File: config.mk
export PLATFORM = sky130hd
export DESIGN_NAME = opn_top
export DESIGN_NICKNAME = d
export VERILOG_FILES = /design/src/common/opn_pkg.sv /design/src/hw/timers/opn_timer_cnt.sv /design/src/hw/timers/opn_timers.sv /design/src/hw/regs/opn_regs.sv /design/src/hw/opn_timebase.sv /design/src/hw/opn_top.sv
export SDC_FILE = /design/constraint.sdc
export NUM_CORES = 1
export LEC_CHECK = 0
export ABC_AREA = 1
export BUFFER_PORTS_ARGS = -buffer_cell sky130_fd_sc_hd__clkbuf_2
export CAP_MARGIN = 0
export CORE_AREA = 2 2 153 80
export DETAILED_ROUTE_END_ITERATION = 10
export DIE_AREA = 0 0 155 82
export GPL_TIMING_DRIVEN = 0
export PLACE_DENSITY = 0.47
export SLEW_MARGIN = 0
export SYNTH_ARGS = -nofsm -noshare
export SYNTH_HDL_FRONTEND = slang
export SYNTH_SLANG_ARGS = --single-unit
File: constraint.sdc
create_clock -name zero -period 5 [get_ports zero]
set_clock_uncertainty 0.15 [all_clocks]
set_input_delay 1 -clock zero [delete_from_list [all_inputs] [get_ports zero]]
set_output_delay 1 -clock zero [all_outputs]
set_load 0.005 [all_outputs]
File: src/common/opn_pkg.sv
// OPN control section shared constants
// Register map of the timer block, field widths, timebase ratios
// and the bus busy window length
package opn_pkg;

    // Timebase
    localparam int PRESCALE      = 6;   // Clocks per internal clock enable
    localparam int SLOTS         = 24;  // 6 channels x 4 operators
    localparam int SAMPLE_CYCLES = PRESCALE * SLOTS;
    localparam int PRE_W         = $clog2(PRESCALE);
    localparam int SLOT_W        = $clog2(SLOTS);

    // Timer widths
    localparam int TA_W   = 10;
    localparam int TB_W   = 8;
    localparam int TB_DIV = 16;         // Sample ticks per timer B count

    // Busy flag after each data write
    localparam int BUSY_CYCLES = 32;
    localparam int BUSY_W      = $clog2(BUSY_CYCLES + 1);

    // Part 1 register addresses
    localparam logic [7:0] REG_TA_HI = 8'h24;   // Timer A bits 9..2
    localparam logic [7:0] REG_TA_LO = 8'h25;   // Timer A bits 1..0
    localparam logic [7:0] REG_TB    = 8'h26;
    localparam logic [7:0] REG_TCTL  = 8'h27;   // Timer control

    // Bit positions inside register 0x27
    localparam int CTL_LOAD_A = 0;
    localparam int CTL_LOAD_B = 1;
    localparam int CTL_EN_A   = 2;
    localparam int CTL_EN_B   = 3;
    localparam int CTL_RST_A  = 4;
    localparam int CTL_RST_B  = 5;

endpackage

File: src/hw/timers/opn_timer_cnt.sv
// Single up-counting timer
// Optional tick divider in front, holds value while not loading,
// counts divided ticks while loading, reloads and pulses overflow
// when the count passes all ones
`timescale 1ns/1ps

module opn_timer_cnt import opn_pkg::*; #(
    parameter int CNT_W    = TA_W,
    parameter int TICK_DIV = 1
) (
    input  logic             zero,
    input  logic             rst,
    input  logic             tick,
    input  logic             load,
    input  logic [CNT_W-1:0] value,
    output logic             overflow
);

    logic             cnt_tick;
    logic [CNT_W-1:0] cnt;

    generate
        if (TICK_DIV > 1) begin : gen_div
            localparam int DIV_W = $clog2(TICK_DIV);
            logic [DIV_W-1:0] div_cnt;
            logic             div_wrap;

            assign div_wrap = div_cnt == DIV_W'(TICK_DIV - 1);
            assign cnt_tick = tick && div_wrap;

            always_ff @(posedge zero) begin
                if (rst) begin
                    div_cnt <= '0;
                end else if (tick) begin
                    div_cnt <= div_wrap ? '0 : div_cnt + 1'b1;
                end
            end
        end else begin : gen_nodiv
            assign cnt_tick = tick;   // Every tick counts
        end
    endgenerate

    assign overflow = load && cnt_tick && (cnt == '1);

    always_ff @(posedge zero) begin
        if (rst) begin
            cnt <= '0;
        end else if (!load) begin
            cnt <= value;             // Track the register while stopped
        end else if (cnt_tick) begin
            cnt <= overflow ? value : cnt + 1'b1;
        end
    end

endmodule

File: src/hw/timers/opn_timers.sv
// Timer block
// Timer A counts every sample, timer B every TB_DIV samples.
// Overflows set the flags when enabled, clear strobes reset them,
// and irq_n is low while any flag is up
`timescale 1ns/1ps

module opn_timers import opn_pkg::*; (
    input  logic            zero,
    input  logic            rst,
    input  logic            sample_tick,
    input  logic [TA_W-1:0] value_a,
    input  logic [TB_W-1:0] value_b,
    input  logic            load_a,
    input  logic            load_b,
    input  logic            en_a,
    input  logic            en_b,
    input  logic            clr_a,
    input  logic            clr_b,
    output logic            flag_a,
    output logic            flag_b,
    output logic            irq_n
);

    logic ovf_a, ovf_b;
    logic flag_a_nx, flag_b_nx;

    opn_timer_cnt #(
        .CNT_W    ( TA_W ),
        .TICK_DIV ( 1    )
    ) u_timer_a (
        .zero     ( zero        ),
        .rst      ( rst         ),
        .tick     ( sample_tick ),
        .load     ( load_a      ),
        .value    ( value_a     ),
        .overflow ( ovf_a       )
    );

    opn_timer_cnt #(
        .CNT_W    ( TB_W   ),
        .TICK_DIV ( TB_DIV )
    ) u_timer_b (
        .zero     ( zero        ),
        .rst      ( rst         ),
        .tick     ( sample_tick ),
        .load     ( load_b      ),
        .value    ( value_b     ),
        .overflow ( ovf_b       )
    );

    // Clear beats a set in the same cycle
    assign flag_a_nx = clr_a ? 1'b0 : (flag_a || (ovf_a && en_a));
    assign flag_b_nx = clr_b ? 1'b0 : (flag_b || (ovf_b && en_b));

    always_ff @(posedge zero) begin
        if (rst) begin
            flag_a <= 1'b0;
            flag_b <= 1'b0;
            irq_n  <= 1'b1;
        end else begin
            flag_a <= flag_a_nx;
            flag_b <= flag_b_nx;
            irq_n  <= !(flag_a_nx || flag_b_nx);  // In step with the flags
        end
    end

endmodule

File: src/hw/regs/opn_regs.sv
// Bus register block
// Decodes CPU writes into the address latch and the timer registers
// 0x24..0x27, makes the flag clear strobes, times the busy window
// and builds the status byte
`timescale 1ns/1ps

module opn_regs import opn_pkg::*; (
    input  logic            zero,
    input  logic            rst,
    input  logic [7:0]      din,
    input  logic [1:0]      addr,
    input  logic            cs_n,
    input  logic            wr_n,
    input  logic            flag_a,
    input  logic            flag_b,
    output logic [TA_W-1:0] value_a,
    output logic [TB_W-1:0] value_b,
    output logic            load_a,
    output logic            load_b,
    output logic            en_a,
    output logic            en_b,
    output logic            clr_a,
    output logic            clr_b,
    output logic [7:0]      dout
);

    logic              write;
    logic              addr_wr;   // Address phase
    logic              data_wr;   // Data phase, either part
    logic              reg_we;    // Data phase to part 1
    logic [7:0]        reg_addr;
    logic [BUSY_W-1:0] busy_cnt;
    logic              busy;
    logic              ctl_wr;

    assign write   = !cs_n && !wr_n;
    assign addr_wr = write && !addr[0];
    assign data_wr = write && addr[0];
    assign reg_we  = data_wr && !addr[1];
    assign ctl_wr  = reg_we && (reg_addr == REG_TCTL);

    // Address latch, shared by both parts
    always_ff @(posedge zero) begin
        if (rst) begin
            reg_addr <= '0;
        end else if (addr_wr) begin
            reg_addr <= din;
        end
    end

    // Timer value registers
    always_ff @(posedge zero) begin
        if (rst) begin
            value_a <= '0;
            value_b <= '0;
        end else if (reg_we) begin
            case (reg_addr)
                REG_TA_HI: value_a[TA_W-1:2] <= din;
                REG_TA_LO: value_a[1:0]      <= din[1:0];
                REG_TB:    value_b           <= din;
                default: ;
            endcase
        end
    end

    // Load and enable bits of 0x27
    always_ff @(posedge zero) begin
        if (rst) begin
            load_a <= 1'b0;
            load_b <= 1'b0;
            en_a   <= 1'b0;
            en_b   <= 1'b0;
        end else if (ctl_wr) begin
            load_a <= din[CTL_LOAD_A];
            load_b <= din[CTL_LOAD_B];
            en_a   <= din[CTL_EN_A];
            en_b   <= din[CTL_EN_B];
        end
    end

    // Reset bits are strobes, not stored
    assign clr_a = ctl_wr && din[CTL_RST_A];
    assign clr_b = ctl_wr && din[CTL_RST_B];

    // Busy window, restarted by every data write
    always_ff @(posedge zero) begin
        if (rst) begin
            busy_cnt <= '0;
        end else if (data_wr) begin
            busy_cnt <= BUSY_W'(BUSY_CYCLES);
        end else if (busy) begin
            busy_cnt <= busy_cnt - 1'b1;
        end
    end

    assign busy = busy_cnt != '0;

    // Same status byte for every address
    assign dout = {busy, 5'd0, flag_b, flag_a};

endmodule

File: src/hw/opn_timebase.sv
// Chip timebase
// Divides the master clock into the internal clock enable and
// counts operator slots on it, giving one sample_tick per sample
`timescale 1ns/1ps

module opn_timebase import opn_pkg::*; (
    input  logic zero,
    input  logic rst,
    output logic sample_tick
);

    logic [PRE_W-1:0]  pre_cnt;
    logic [SLOT_W-1:0] slot_cnt;
    logic              clk_en;
    logic              slot_wrap;

    assign clk_en    = pre_cnt == PRE_W'(PRESCALE - 1);
    assign slot_wrap = slot_cnt == SLOT_W'(SLOTS - 1);

    // Prescaler, one enable every PRESCALE clocks
    always_ff @(posedge zero) begin
        if (rst) begin
            pre_cnt <= '0;
        end else if (clk_en) begin
            pre_cnt <= '0;
        end else begin
            pre_cnt <= pre_cnt + 1'b1;
        end
    end

    // Slot counter steps on the clock enable
    always_ff @(posedge zero) begin
        if (rst) begin
            slot_cnt <= '0;
        end else if (clk_en) begin
            if (slot_wrap) begin
                slot_cnt <= '0;
            end else begin
                slot_cnt <= slot_cnt + 1'b1;
            end
        end
    end

    // Registered so the first pulse lands SAMPLE_CYCLES after reset
    always_ff @(posedge zero) begin
        if (rst) begin
            sample_tick <= 1'b0;
        end else begin
            sample_tick <= clk_en && slot_wrap;
        end
    end

endmodule

File: src/hw/opn_top.sv
// OPN host interface top level
// CPU bus with address/data writes, busy window, chip timebase,
// timers A and B with their flags, status byte and IRQ output
`timescale 1ns/1ps

module opn_top import opn_pkg::*; (
    input  logic       zero,     // Master clock
    input  logic       rst,
    input  logic [7:0] din,
    input  logic [1:0] addr,
    input  logic       cs_n,
    input  logic       wr_n,
    output logic [7:0] dout,
    output logic       irq_n
);

    logic            sample_tick;
    logic [TA_W-1:0] value_a;
    logic [TB_W-1:0] value_b;
    logic            load_a, load_b;
    logic            en_a, en_b;
    logic            clr_a, clr_b;
    logic            flag_a, flag_b;

    opn_timebase u_timebase (
        .zero        ( zero        ),
        .rst         ( rst         ),
        .sample_tick ( sample_tick )
    );

    opn_regs u_regs (
        .zero    ( zero    ),
        .rst     ( rst     ),
        .din     ( din     ),
        .addr    ( addr    ),
        .cs_n    ( cs_n    ),
        .wr_n    ( wr_n    ),
        .flag_a  ( flag_a  ),
        .flag_b  ( flag_b  ),
        .value_a ( value_a ),
        .value_b ( value_b ),
        .load_a  ( load_a  ),
        .load_b  ( load_b  ),
        .en_a    ( en_a    ),
        .en_b    ( en_b    ),
        .clr_a   ( clr_a   ),
        .clr_b   ( clr_b   ),
        .dout    ( dout    )
    );

    opn_timers u_timers (
        .zero        ( zero        ),
        .rst         ( rst         ),
        .sample_tick ( sample_tick ),
        .value_a     ( value_a     ),
        .value_b     ( value_b     ),
        .load_a      ( load_a      ),
        .load_b      ( load_b      ),
        .en_a        ( en_a        ),
        .en_b        ( en_b        ),
        .clr_a       ( clr_a       ),
        .clr_b       ( clr_b       ),
        .flag_a      ( flag_a      ),
        .flag_b      ( flag_b      ),
        .irq_n       ( irq_n       )
    );

endmodule

==> metrics.md, run 1 <==
| Metric | Value |
|---|---|
| Run status | complete, no violations |
| Sinks on the clock net | 70 |
| Max incr delay on CP | around 320 ps |
| Final ANT Viol Nets | 0 |
| Worst-path clk slew | about 50 ps |
| Post-synth EDFFs | 0 |
| Die height | just over 80 um |
| Top-Level Pins | 23 |
| VDD IR-drop max | about 0.2 mV |
| Dominant register cell in the synthesized netlist | dfxtp_1 |
| Vias in the first global route | about 2,700 |
| Synth warn | 0 |
| CP max stage cell | dfxtp_1 |
| Post-layout util | 0.343 |
| Cts hold-fix bufs | 0 |
| Fin crit share | 0.525 |
| Drt first pass iters | 4 |
| Async set-reset flop share out of synthesis | 0 |
| Setup TNS | 0 ps |
| Post-synth cell types | 35 |
| Syn_area_per_cell | between 7 and 8 sq um |
| Worst-margin pin slew | between 600 and 700 ps |
| Hold_ws | between 300 and 400 ps |
| Core Region | 0.0115 sq mm |
| Clock Latency Late Sink | between 300 and 400 ps |
| Critical path's top delay family | buffers and inverters |
| Max Cap Violations | 0 |
| GRT Overall Usage | 0.146 |
| Final setup violating endpoints | 0 |
| Post-DP HPWL | between 6000 and 7000 um |
| Final Hold Viols | 0 |
| Die width | between 150 and 200 um |
| F_max | around 0.38 GHz |
| Final WL | 8660 um |
| Detailed-route DRC error count | 0 |
| Crit end category | output pin |
| Top cells by count, synth | nand2_1, dfxtp_1, nor2_1 |
| Sequential area share after synthesis | 0.417 |
| CP max FO | 7 |
| GP Congestion | about 0.79 |
| Area delta synth->final | 16.8% |
| Initial antenna violation count | 0 |
| Die area | approximately 0.013 sq mm |
| Slew Limit Fails | 0 |
| First-pass GRT wire length | 14,000 um |
| Vias post-DR | ~3,000 |
| Number of setup buffers added after CTS | 0 |
| Root Buffer | clkbuf_16 |
| LEAKAGE | between 1.5 and 2 nW |
| Via/cell ratio | about 4.5 |
| Clk buf depth | 2 |
| CTS Buf Count | 9 |
| Critical Path Source Type | flip-flop |
| Port-buffer cells | 17 |
| CTS H-tree depth | 3 |
| Register bit total from synthesis | 70 |
| Post_cts resized | 0 |
| Initial DRC count | 154 |
| Crit path arrival time | approximately 1500 ps |
| Worst hold-check path type | reg -> reg |
| Post-Syn Area | about 0.0034 sq mm |
| Share of the synthesized area in the top cell type | 0.417 |
| Yosys top cell by area | dfxtp_1 |
| CP bufs+invs | 3 |
| Cell Chain, Critical Path | inv_1 > ha_1 > nand3_1 > buf_4 > clkbuf_2 |
| Pwr per Cell Area | 344 mW/mm^2 |
| Ant. Diodes | 0 |
| Row Count | 28 |
| Design Area, Final | 0.00393 sq mm |
| Placed cell area | roughly 0.0036 sq mm |
| Required @ worst endpoint | about 3900 ps |
| Nets@finish | approximately 520 |
| WL per Instance | between 10 and 15 um |
| Initial Util | 0.293 |
| CTS tree | yes |
| Synth area leaders | dfxtp_1, nand2_1, a21oi_1, o21ai_0, nor2_1 |
| Largest net degree at the start of global routing | 12 |
| Critical setup path kind | reg -> out |
| Most numerous cell in the Yosys netlist | nand2_1 |
| Layout cells sized above 1 | 0.141 |
| Post-synthesis cell count | between 400 and 500 |
| Min Clock Period, post-route | 2630 ps |
| Slew headroom | 0.558 |
| RSZ-0062 raised after global routing | no |
| Overflow after GRT | 0 |
==> per-layer routing <==
layer	routed length, um	vias up	global-route usage
met5	0	-	0
met4	69	0	0.0435
met3	406	10	0.0359
met2	2990	55	0.189
met1	5190	1303	0.229
li1	-	1570	-
==> state kept, by name (all words and copies together), names as in the netlist, 4 cells and up <==
| register | cells |
|---|---|
| u_timers.u_timer_a.cnt | 10 |
| u_timers.u_timer_b.cnt | 8 |
| u_regs.reg_addr | 8 |
| u_regs.value_a | 10 |
| u_timebase.slot_cnt | 5 |
| u_regs.busy_cnt | 6 |
| u_regs.value_b | 8 |
| u_timers.u_timer_b.gen_div.div_cnt | 4 |
==> tightest hold or removal path, stage by stage, from the launching register on <==
cell	delay (ps)
dfxtp_1	290
inv_1	60
a21oi_1	60
==> final timing paths <==
check | slack (ps) | from | depth (start not counted) | to
min | 300 | u_regs.reg_addr[5] | 2 | u_regs.reg_addr[5]
max reg2reg | 3120 | u_timers.u_timer_a.cnt[0] | 9 | u_timers.u_timer_a.cnt[5]
max | 2370 | u_regs.busy_cnt[0] | 5 | dout[7]
min reg2reg | 300 | u_regs.reg_addr[5] | 2 | u_regs.reg_addr[5]
==> final cells by class <==
cell class	count	area [sq um]
Buffer	23	154
Clock buffer	12	256
Clock inverter	3	20.0
Fill cell	1227	7530
Inverter	49	184
Multi-Input combinational cell	323	1640
Sequential cell	70	1400
Tap cell	150	188
Timing Repair Buffer	17	85.1
==> kinds of logic (layout without fill, tap and decap cells) <==
| group | after synthesis | after routing | share of synthesized area |
|---|---|---|---|
| XOR/XNOR | 8 | 8 | 0.0208 |
| buffers and inverters | 72 | 104 | 0.101 |
| AND/OR/NAND/NOR | 189 | 189 | 0.251 |
| adder cells (fa/ha/maj) | 8 | 8 | 0.0298 |
| AO/OA/AOI/OAI | 113 | 113 | 0.180 |
| flip-flops | 70 | 70 | 0.417 |
| other | 1 | 5 | 0.00112 |
==> cells in the final DEF (no fill, tap or decap), types with 5 or more instances in the layout <==
master	instances
nor2_1	59
xor2_1	6
a21oi_1	47
clkbuf_16	9
nand3_1	30
o21ai_1	5
buf_4	9
dfxtp_1	70
clkbuf_2	17
ha_1	8
conb_1	5
inv_1	47
o21ai_0	47
clkbuf_1	7
nand2_1	74
==> power breakdown <==
part | total, W | internal, W | switching (W)
clock | 0.000597 | 0.000359 | 0.000238
combinational | 0.000155 | 0.0000673 | 0.0000880
sequential | 0.000598 | 0.000581 | 0.0000168
total | 0.00135 | 0.00101 | 0.000343
==> through the flow <==
stage / setup slack [ps] / std cells / total power (W)
global placement: 2470 / 632 / 0.000764
floorplan: 2850 / 465 / 0.000723
detailed placement: 2460 / 632 / 0.000767
global route: 2260 / 647 / 0.00142
finish: 2370 / 647 / 0.00135
CTS: 2350 / 647 / 0.00137
Power figures use the tool's default switching activity.
==> inputs of run 2 (changes only) <==
PLACE_DENSITY = 0.49   (was 0.47)
clock period = 2.4 ns   (was 5 ns; I/O delays follow)
==> run 2 against run 1 <==
Net effect: via count grew 2.3%; sequential power rose by 110%; largest cell class unchanged; critical path depth is the same; register-to-register slack worse by 2600 ps; clock power grew 140%; total power up 120%; cell area up 1.2%; combinational power rose by 110%; largest power group is now the clock network; count of clock-buffer cells in the layout shrank 2; die area unchanged; global-route usage increased by 0.063 points; setup slack got worse by 2100 ps.
==> metrics.md, run 2 (synthesis gave the netlist of run 1 again) <==
| Metric | Value |
|---|---|
| Run status | complete, no violations |
| Initial Util | 0.293 (unchanged) |
| Crit path arrival time | 1470 ps (about the same) |
| Max Cap Violations | 0 (unchanged) |
| Hold path depth | 2 (unchanged) |
| Cell Chain, Critical Path | inv_1 > ha_1 > nand3_1 > buf_4 > clkbuf_2 |
| Post-DP HPWL | 6590 um (+1.2%) |
| LEAKAGE | 1.63 nW (+1.5%) |
| Layout cells sized above 1 | 0.145 (+0.00373) |
| Top-Level Pins | 23 (unchanged) |
| Ant. Diodes | 0 (unchanged) |
| Hold_sp | rst |
| Sinks on the clock net | 70 (unchanged) |
| FF-to-FF path depth | 9 (unchanged) |
| Largest net degree at the start of global routing | 13 (+1) |
| Worst flop-to-flop path startpoint | u_timers.u_timer_a.cnt[0] |
| Worst hold-check path type | in -> reg |
| Setup WS post-layout | 302 ps (-2070 ps) |
| CP max stage cell | dfxtp_1 |
| F_max | approximately 0.48 GHz |
| Die area | 0.0127 sq mm (unchanged) |
| VDD IR-drop max | 0.303 mV (+49%) |
| Overflow after GRT | 0 (unchanged) |
| Initial DRC count | 198 (+29%) |
| Hold endpoint | u_timers.flag_b |
| CTS Buf Count | 9 (unchanged) |
| Final ANT Viol Nets | 0 (unchanged) |
| Critical Path Source Type | flip-flop |
| Min Clock Period, post-route | between 2000 and 2500 ps |
| Via/cell ratio | 4.64 (+2.2%) |
| Vias post-DR | 3,006 (+2.3%) |
| Number of setup buffers added after CTS | 0 (unchanged) |
| Fin crit share | 0.874 |
| GRT Overall Usage | 0.147 (+0.000630) |
| R2R Setup Slk | 480 ps (-2640 ps) |
| Pwr per Cell Area | 759 mW/mm^2 (+120%) |
| First-pass GRT wire length | 14,100 um (+0.69%) |
| CTS H-tree depth | 3 (unchanged) |
| Area delta synth->final | 18.2% |
| Max incr delay on CP | 320 ps (about the same) |
| Detailed-route DRC error count | 0 (unchanged) |
| Slew Limit Fails | 0 (unchanged) |
| Die height | 82 um (unchanged) |
| WL per Instance | 13.4 um (+0.48%) |
| Final WL | 8720 um (+0.64%) |
| CTS tree | yes |
| Die width | 155 um (unchanged) |
| Final setup violating endpoints | 0 (unchanged) |
| Filler cell count | 1,220 (-0.57%) |
| Crit end category | output pin |
| Critical setup path kind | reg -> out |
| Most common cell after layout, fill and taps aside | nand2_1 |
| Cell count after placement | 632 (unchanged) |
| Nets@finish | 515 (unchanged) |
| Root Buffer | clkbuf_16 |
| Vias in the first global route | 2,764 (+2.7%) |
| Post_cts resized | 0 (unchanged) |
| Setup TNS | 0 ps (unchanged) |
| Required @ worst endpoint | 1770 ps (-2080 ps) |
| Clock Latency Late Sink | 330 ps (about the same) |
| Slew headroom | 0.547 (-0.0116) |
| Worst-path clk slew | 60 ps (about the same) |
| Port-buffer cells | 17 (unchanged) |
| CP max FO | 7 (unchanged) |
| RSZ-0062 raised after global routing | no |
| Initial antenna violation count | 0 (unchanged) |
| Worst slack, placed | 285 ps (-2170 ps) |
| Biggest regs | u_regs.value_a x10, u_timers.u_timer_a.cnt x10 |
| Reg2Reg Capture Point | u_timers.u_timer_a.cnt[5] |
| Clk buf depth | 2 (unchanged) |
| Final Hold Viols | 0 (unchanged) |
| Drt first pass iters | 4 (unchanged) |
| Worst-margin pin slew | 680 ps (+17.4 ps) |
| Cts hold-fix bufs | 0 (unchanged) |
| Non-Filler Instances | 648 (+0.15%) |
| GP Congestion | 0.774 (-1.8%) |
| Row Count | 28 (unchanged) |
| Core Region | 0.0115 sq mm (unchanged) |
| Most frequent cells in the layout | nand2_1, dfxtp_1, nor2_1 |
## run 2: report_power, final
group,total (W),internal (W),switching (W)
Sequential,0.00125,0.00121,0.0000362
Clock,0.00144,0.000934,0.000507
Combinational,0.000329,0.000140,0.000188
## run 2: worst max path at each step
stage                             from                end  slack (ps)  cells after the start
finish              u_regs.busy_cnt[0]            dout[7]         300                      5
global route        u_regs.busy_cnt[0]            dout[7]         170                      5
CTS                 u_regs.busy_cnt[0]            dout[7]         280                      5
detailed placement                wr_n      u_regs.load_a         290                      8
global placement                  wr_n      u_regs.load_a         340                      8
floorplan                         wr_n  u_regs.value_b[5]         770                      8
## run 2: final cells by class
class                      instances  area, sq um  share of cell area
multi-input combinational        323         1640               0.412
sequential                        70         1400               0.353
clock buffer                      10          239              0.0602
tap                              150          188              0.0472
inverter                          49          184              0.0463
buffer                            23          154              0.0387
clock inverter                     6         85.1              0.0214
timing repair buffer              17         85.1              0.0214
## run 2: metrics by stage
stage / instance area, sq um / util / power [W] / hold slack [ps]
after CTS: 3970 / 0.347 / 0.00305 / 301
after detailed placement: 3650 / 0.318 / 0.00160 / 295
after floorplan: 3380 / - / 0.00151 / 271
final: 3970 / 0.347 / 0.00302 / 302
after global routing: 3970 / 0.347 / 0.00315 / 320
after global placement: 3650 / 0.318 / 0.00159 / 283
## run 2: critical path, delay by kind of cell (launching register included)
kind | cells | cell delay [ps]
simple gates | 1 | 200
fa+ha+maj | 1 | 170
flops | 1 | 320
buf+inv | 3 | 450
## run 2: routing by layer
layer / wire [um] / global-route usage
met1: 5180 / 0.229
met2: 2960 / 0.186
met3: 467 / 0.0443
met4: 105 / 0.0417
met5: 0 / 0
==> inputs of run 3 (changes only) <==
REMOVE_ABC_BUFFERS = 1   (was default)
==> run 3 against run 2 <==
Net effect: highest routed layer unchanged; setup slack improved by 120 ps; cell count fell by 3.4%; cell area fell by 3.8%; clock power fell by 8%; count of clock-buffer cells in the layout rose by 3; routed wire length fell by 8.6%; die area did not move; global-route usage fell by 0.68 points; total power fell by 4.9%.
==> metrics.md, run 3 (synthesis gave the netlist of run 1 again) <==
| Metric | Value |
|---|---|
| Run status | complete, no violations |
| LEAKAGE | 1.55 nW (-4.8%) |
| Worst slack, placed | -149 ps (-435 ps) |
| Initial DRC count | 234 (+18%) |
| Clk buf depth | 2 (unchanged) |
| Hold_sp | u_regs.value_b[1] |
| Final setup violating endpoints | 0 (unchanged) |
| Critical setup path kind | reg -> out |
| Die height | 82 um (unchanged) |
| FF-to-FF path depth | 7 (-2) |
| Reg2Reg Capture Point | u_regs.value_a[9] |
| Nets@finish | 493 (-4.3%) |
| Power Total | 0.00287 W (-4.9%) |
| Row Count | 28 (unchanged) |
| First-pass GRT wire length | 13,600 um (-3.9%) |
| RSZ-0062 raised after global routing | no |
| Required @ worst endpoint | 1770 ps (about the same) |
| Vias in the first global route | 2,678 (-3.1%) |
| Worst-margin pin slew | 748 ps (+67.8 ps) |
| Hold path depth | 2 (unchanged) |
| Largest net degree at the start of global routing | 30 (+17) |
| CTS Buf Count | 9 (unchanged) |
| Drt first pass iters | 4 (unchanged) |
| Core Region | 0.0115 sq mm (unchanged) |
| R2R Setup Slk | 470 ps (about the same) |
| CTS tree | yes |
| Slew headroom | 0.501 (-0.0457) |
| Min Clock Period, post-route | 1980 ps (-118 ps) |
| WL per Instance | 12.7 um (-5.4%) |
| Setup TNS | 0 ps (unchanged) |
| Non-Filler Instances | 626 (-3.4%) |
| Ant. Diodes | 0 (unchanged) |
| Crit end category | output pin |
| Sinks on the clock net | 70 (unchanged) |
| Footprint of the multi-input gates | 0.00164 sq mm (+0.38%) |
| Initial Util | 0.293 (unchanged) |
| Critical Path Source Type | flip-flop |
| Top-Level Pins | 23 (unchanged) |
| Overflow after GRT | 0 (unchanged) |
| Final ANT Viol Nets | 0 (unchanged) |
| Detailed-route DRC error count | 0 (unchanged) |
| Root Buffer | clkbuf_16 |
| Hold endpoint | u_regs.value_b[1] |
| F_max | 0.505 GHz (+6.0%) |
| Filler cell count | 1,236 (+1.3%) |
| Post_cts resized | 0 (unchanged) |
| Worst-path clk slew | 60 ps (about the same) |
| Setup WS post-layout | 420 ps (+118 ps) |
| Fin crit share | 0.825 (-0.0493) |
| Number of setup buffers added after CTS | 0 (unchanged) |
| Crit path arrival time | 1350 ps (-120 ps) |
| GP Congestion | 0.814 (+5.2%) |
| Die width | 155 um (unchanged) |
| Pwr per Cell Area | 750 mW/mm^2 (-1.2%) |
| Via/cell ratio | 4.72 (+1.7%) |
| Final WL | 7960 um (-8.6%) |
| Worst hold-check path type | reg -> reg |
| Cell count after placement | 610 (-3.5%) |
| Post-DP HPWL | 5840 um (-11%) |
| Max Cap Violations | 0 (unchanged) |
| Initial antenna violation count | 0 (unchanged) |
| Port-buffer cells | 17 (unchanged) |
| VDD IR-drop max | 0.283 mV (-6.7%) |
| Biggest regs | u_regs.value_a x10, u_timers.u_timer_a.cnt x10 |
| Most common cell after layout, fill and taps aside | nand2_1 |
| Sequential Area | 0.00140 sq mm (unchanged) |
| Clock Latency Late Sink | 330 ps (about the same) |
| Worst flop-to-flop path startpoint | u_regs.reg_addr[5] |
| Final Hold Viols | 0 (unchanged) |
| Vias post-DR | 2,953 (-1.8%) |
| CP max FO | 7 (unchanged) |
| Most frequent cells in the layout | nand2_1, dfxtp_1, nor2_1 |
| Cts hold-fix bufs | 0 (unchanged) |
| Slew Limit Fails | 0 (unchanged) |
| Die area | 0.0127 sq mm (unchanged) |
| Area delta synth->final | 13.7% |
| GRT Overall Usage | 0.140 (-0.00679) |
| Post-layout util | 0.334 (-0.0131) |
| Layout cells sized above 1 | 0.113 (-0.0311) |
| CTS H-tree depth | 3 (unchanged) |
run 3: critical path: stages (launching register included):
cell and delay [ps]:
dfxtp_1 340, inv_1 100, ha_1 210, nand3_1 210, clkbuf_2 170
run 3: cell type report:
type                       count  area share
timing repair buffer          18      0.0295
multi-input combinational    323       0.430
sequential                    70       0.367
inverter                      49      0.0481
clock buffer                  13      0.0655
tap                          150      0.0491
clock inverter                 3      0.0115
run 3: worst max path at each step:
stage,end,slack [ps],from
CTS,u_regs.value_a[9],200,wr_n
detailed placement,u_regs.value_a[9],-150,wr_n
floorplan,u_regs.value_a[2],390,wr_n
finish,dout[7],420,u_regs.busy_cnt[0]
global placement,u_regs.busy_cnt[3],-260,rst
global route,u_regs.value_a[3],190,wr_n
run 3: metal layers:
layer / share of wire / vias to the layer above / wire length (um) / GRT usage
met5: 0 / - / 0 / 0
met4: 0.010 / 0 / 83 / 0.0417
met3: 0.053 / 9 / 425 / 0.0449
met2: 0.38 / 49 / 3000 / 0.195
met1: 0.56 / 1366 / 4450 / 0.204
li1: - / 1529 / - / -
run 3: metrics by stage:
stage	cell area, sq um	hold WS, ps
finish	3820	298
detailed placement	3520	294
floorplan	3220	271
CTS	3820	302
global placement	3490	286
global route	3820	325
run 3: where the power goes:
group / internal (W) / switching, W / leakage, nW / total [W]
combinational: 0.000124 / 0.000178 / 0.843 / 0.000302
sequential: 0.00121 / 0.0000349 / 0.567 / 0.00125
clock: 0.000834 / 0.000487 / 0.144 / 0.00132
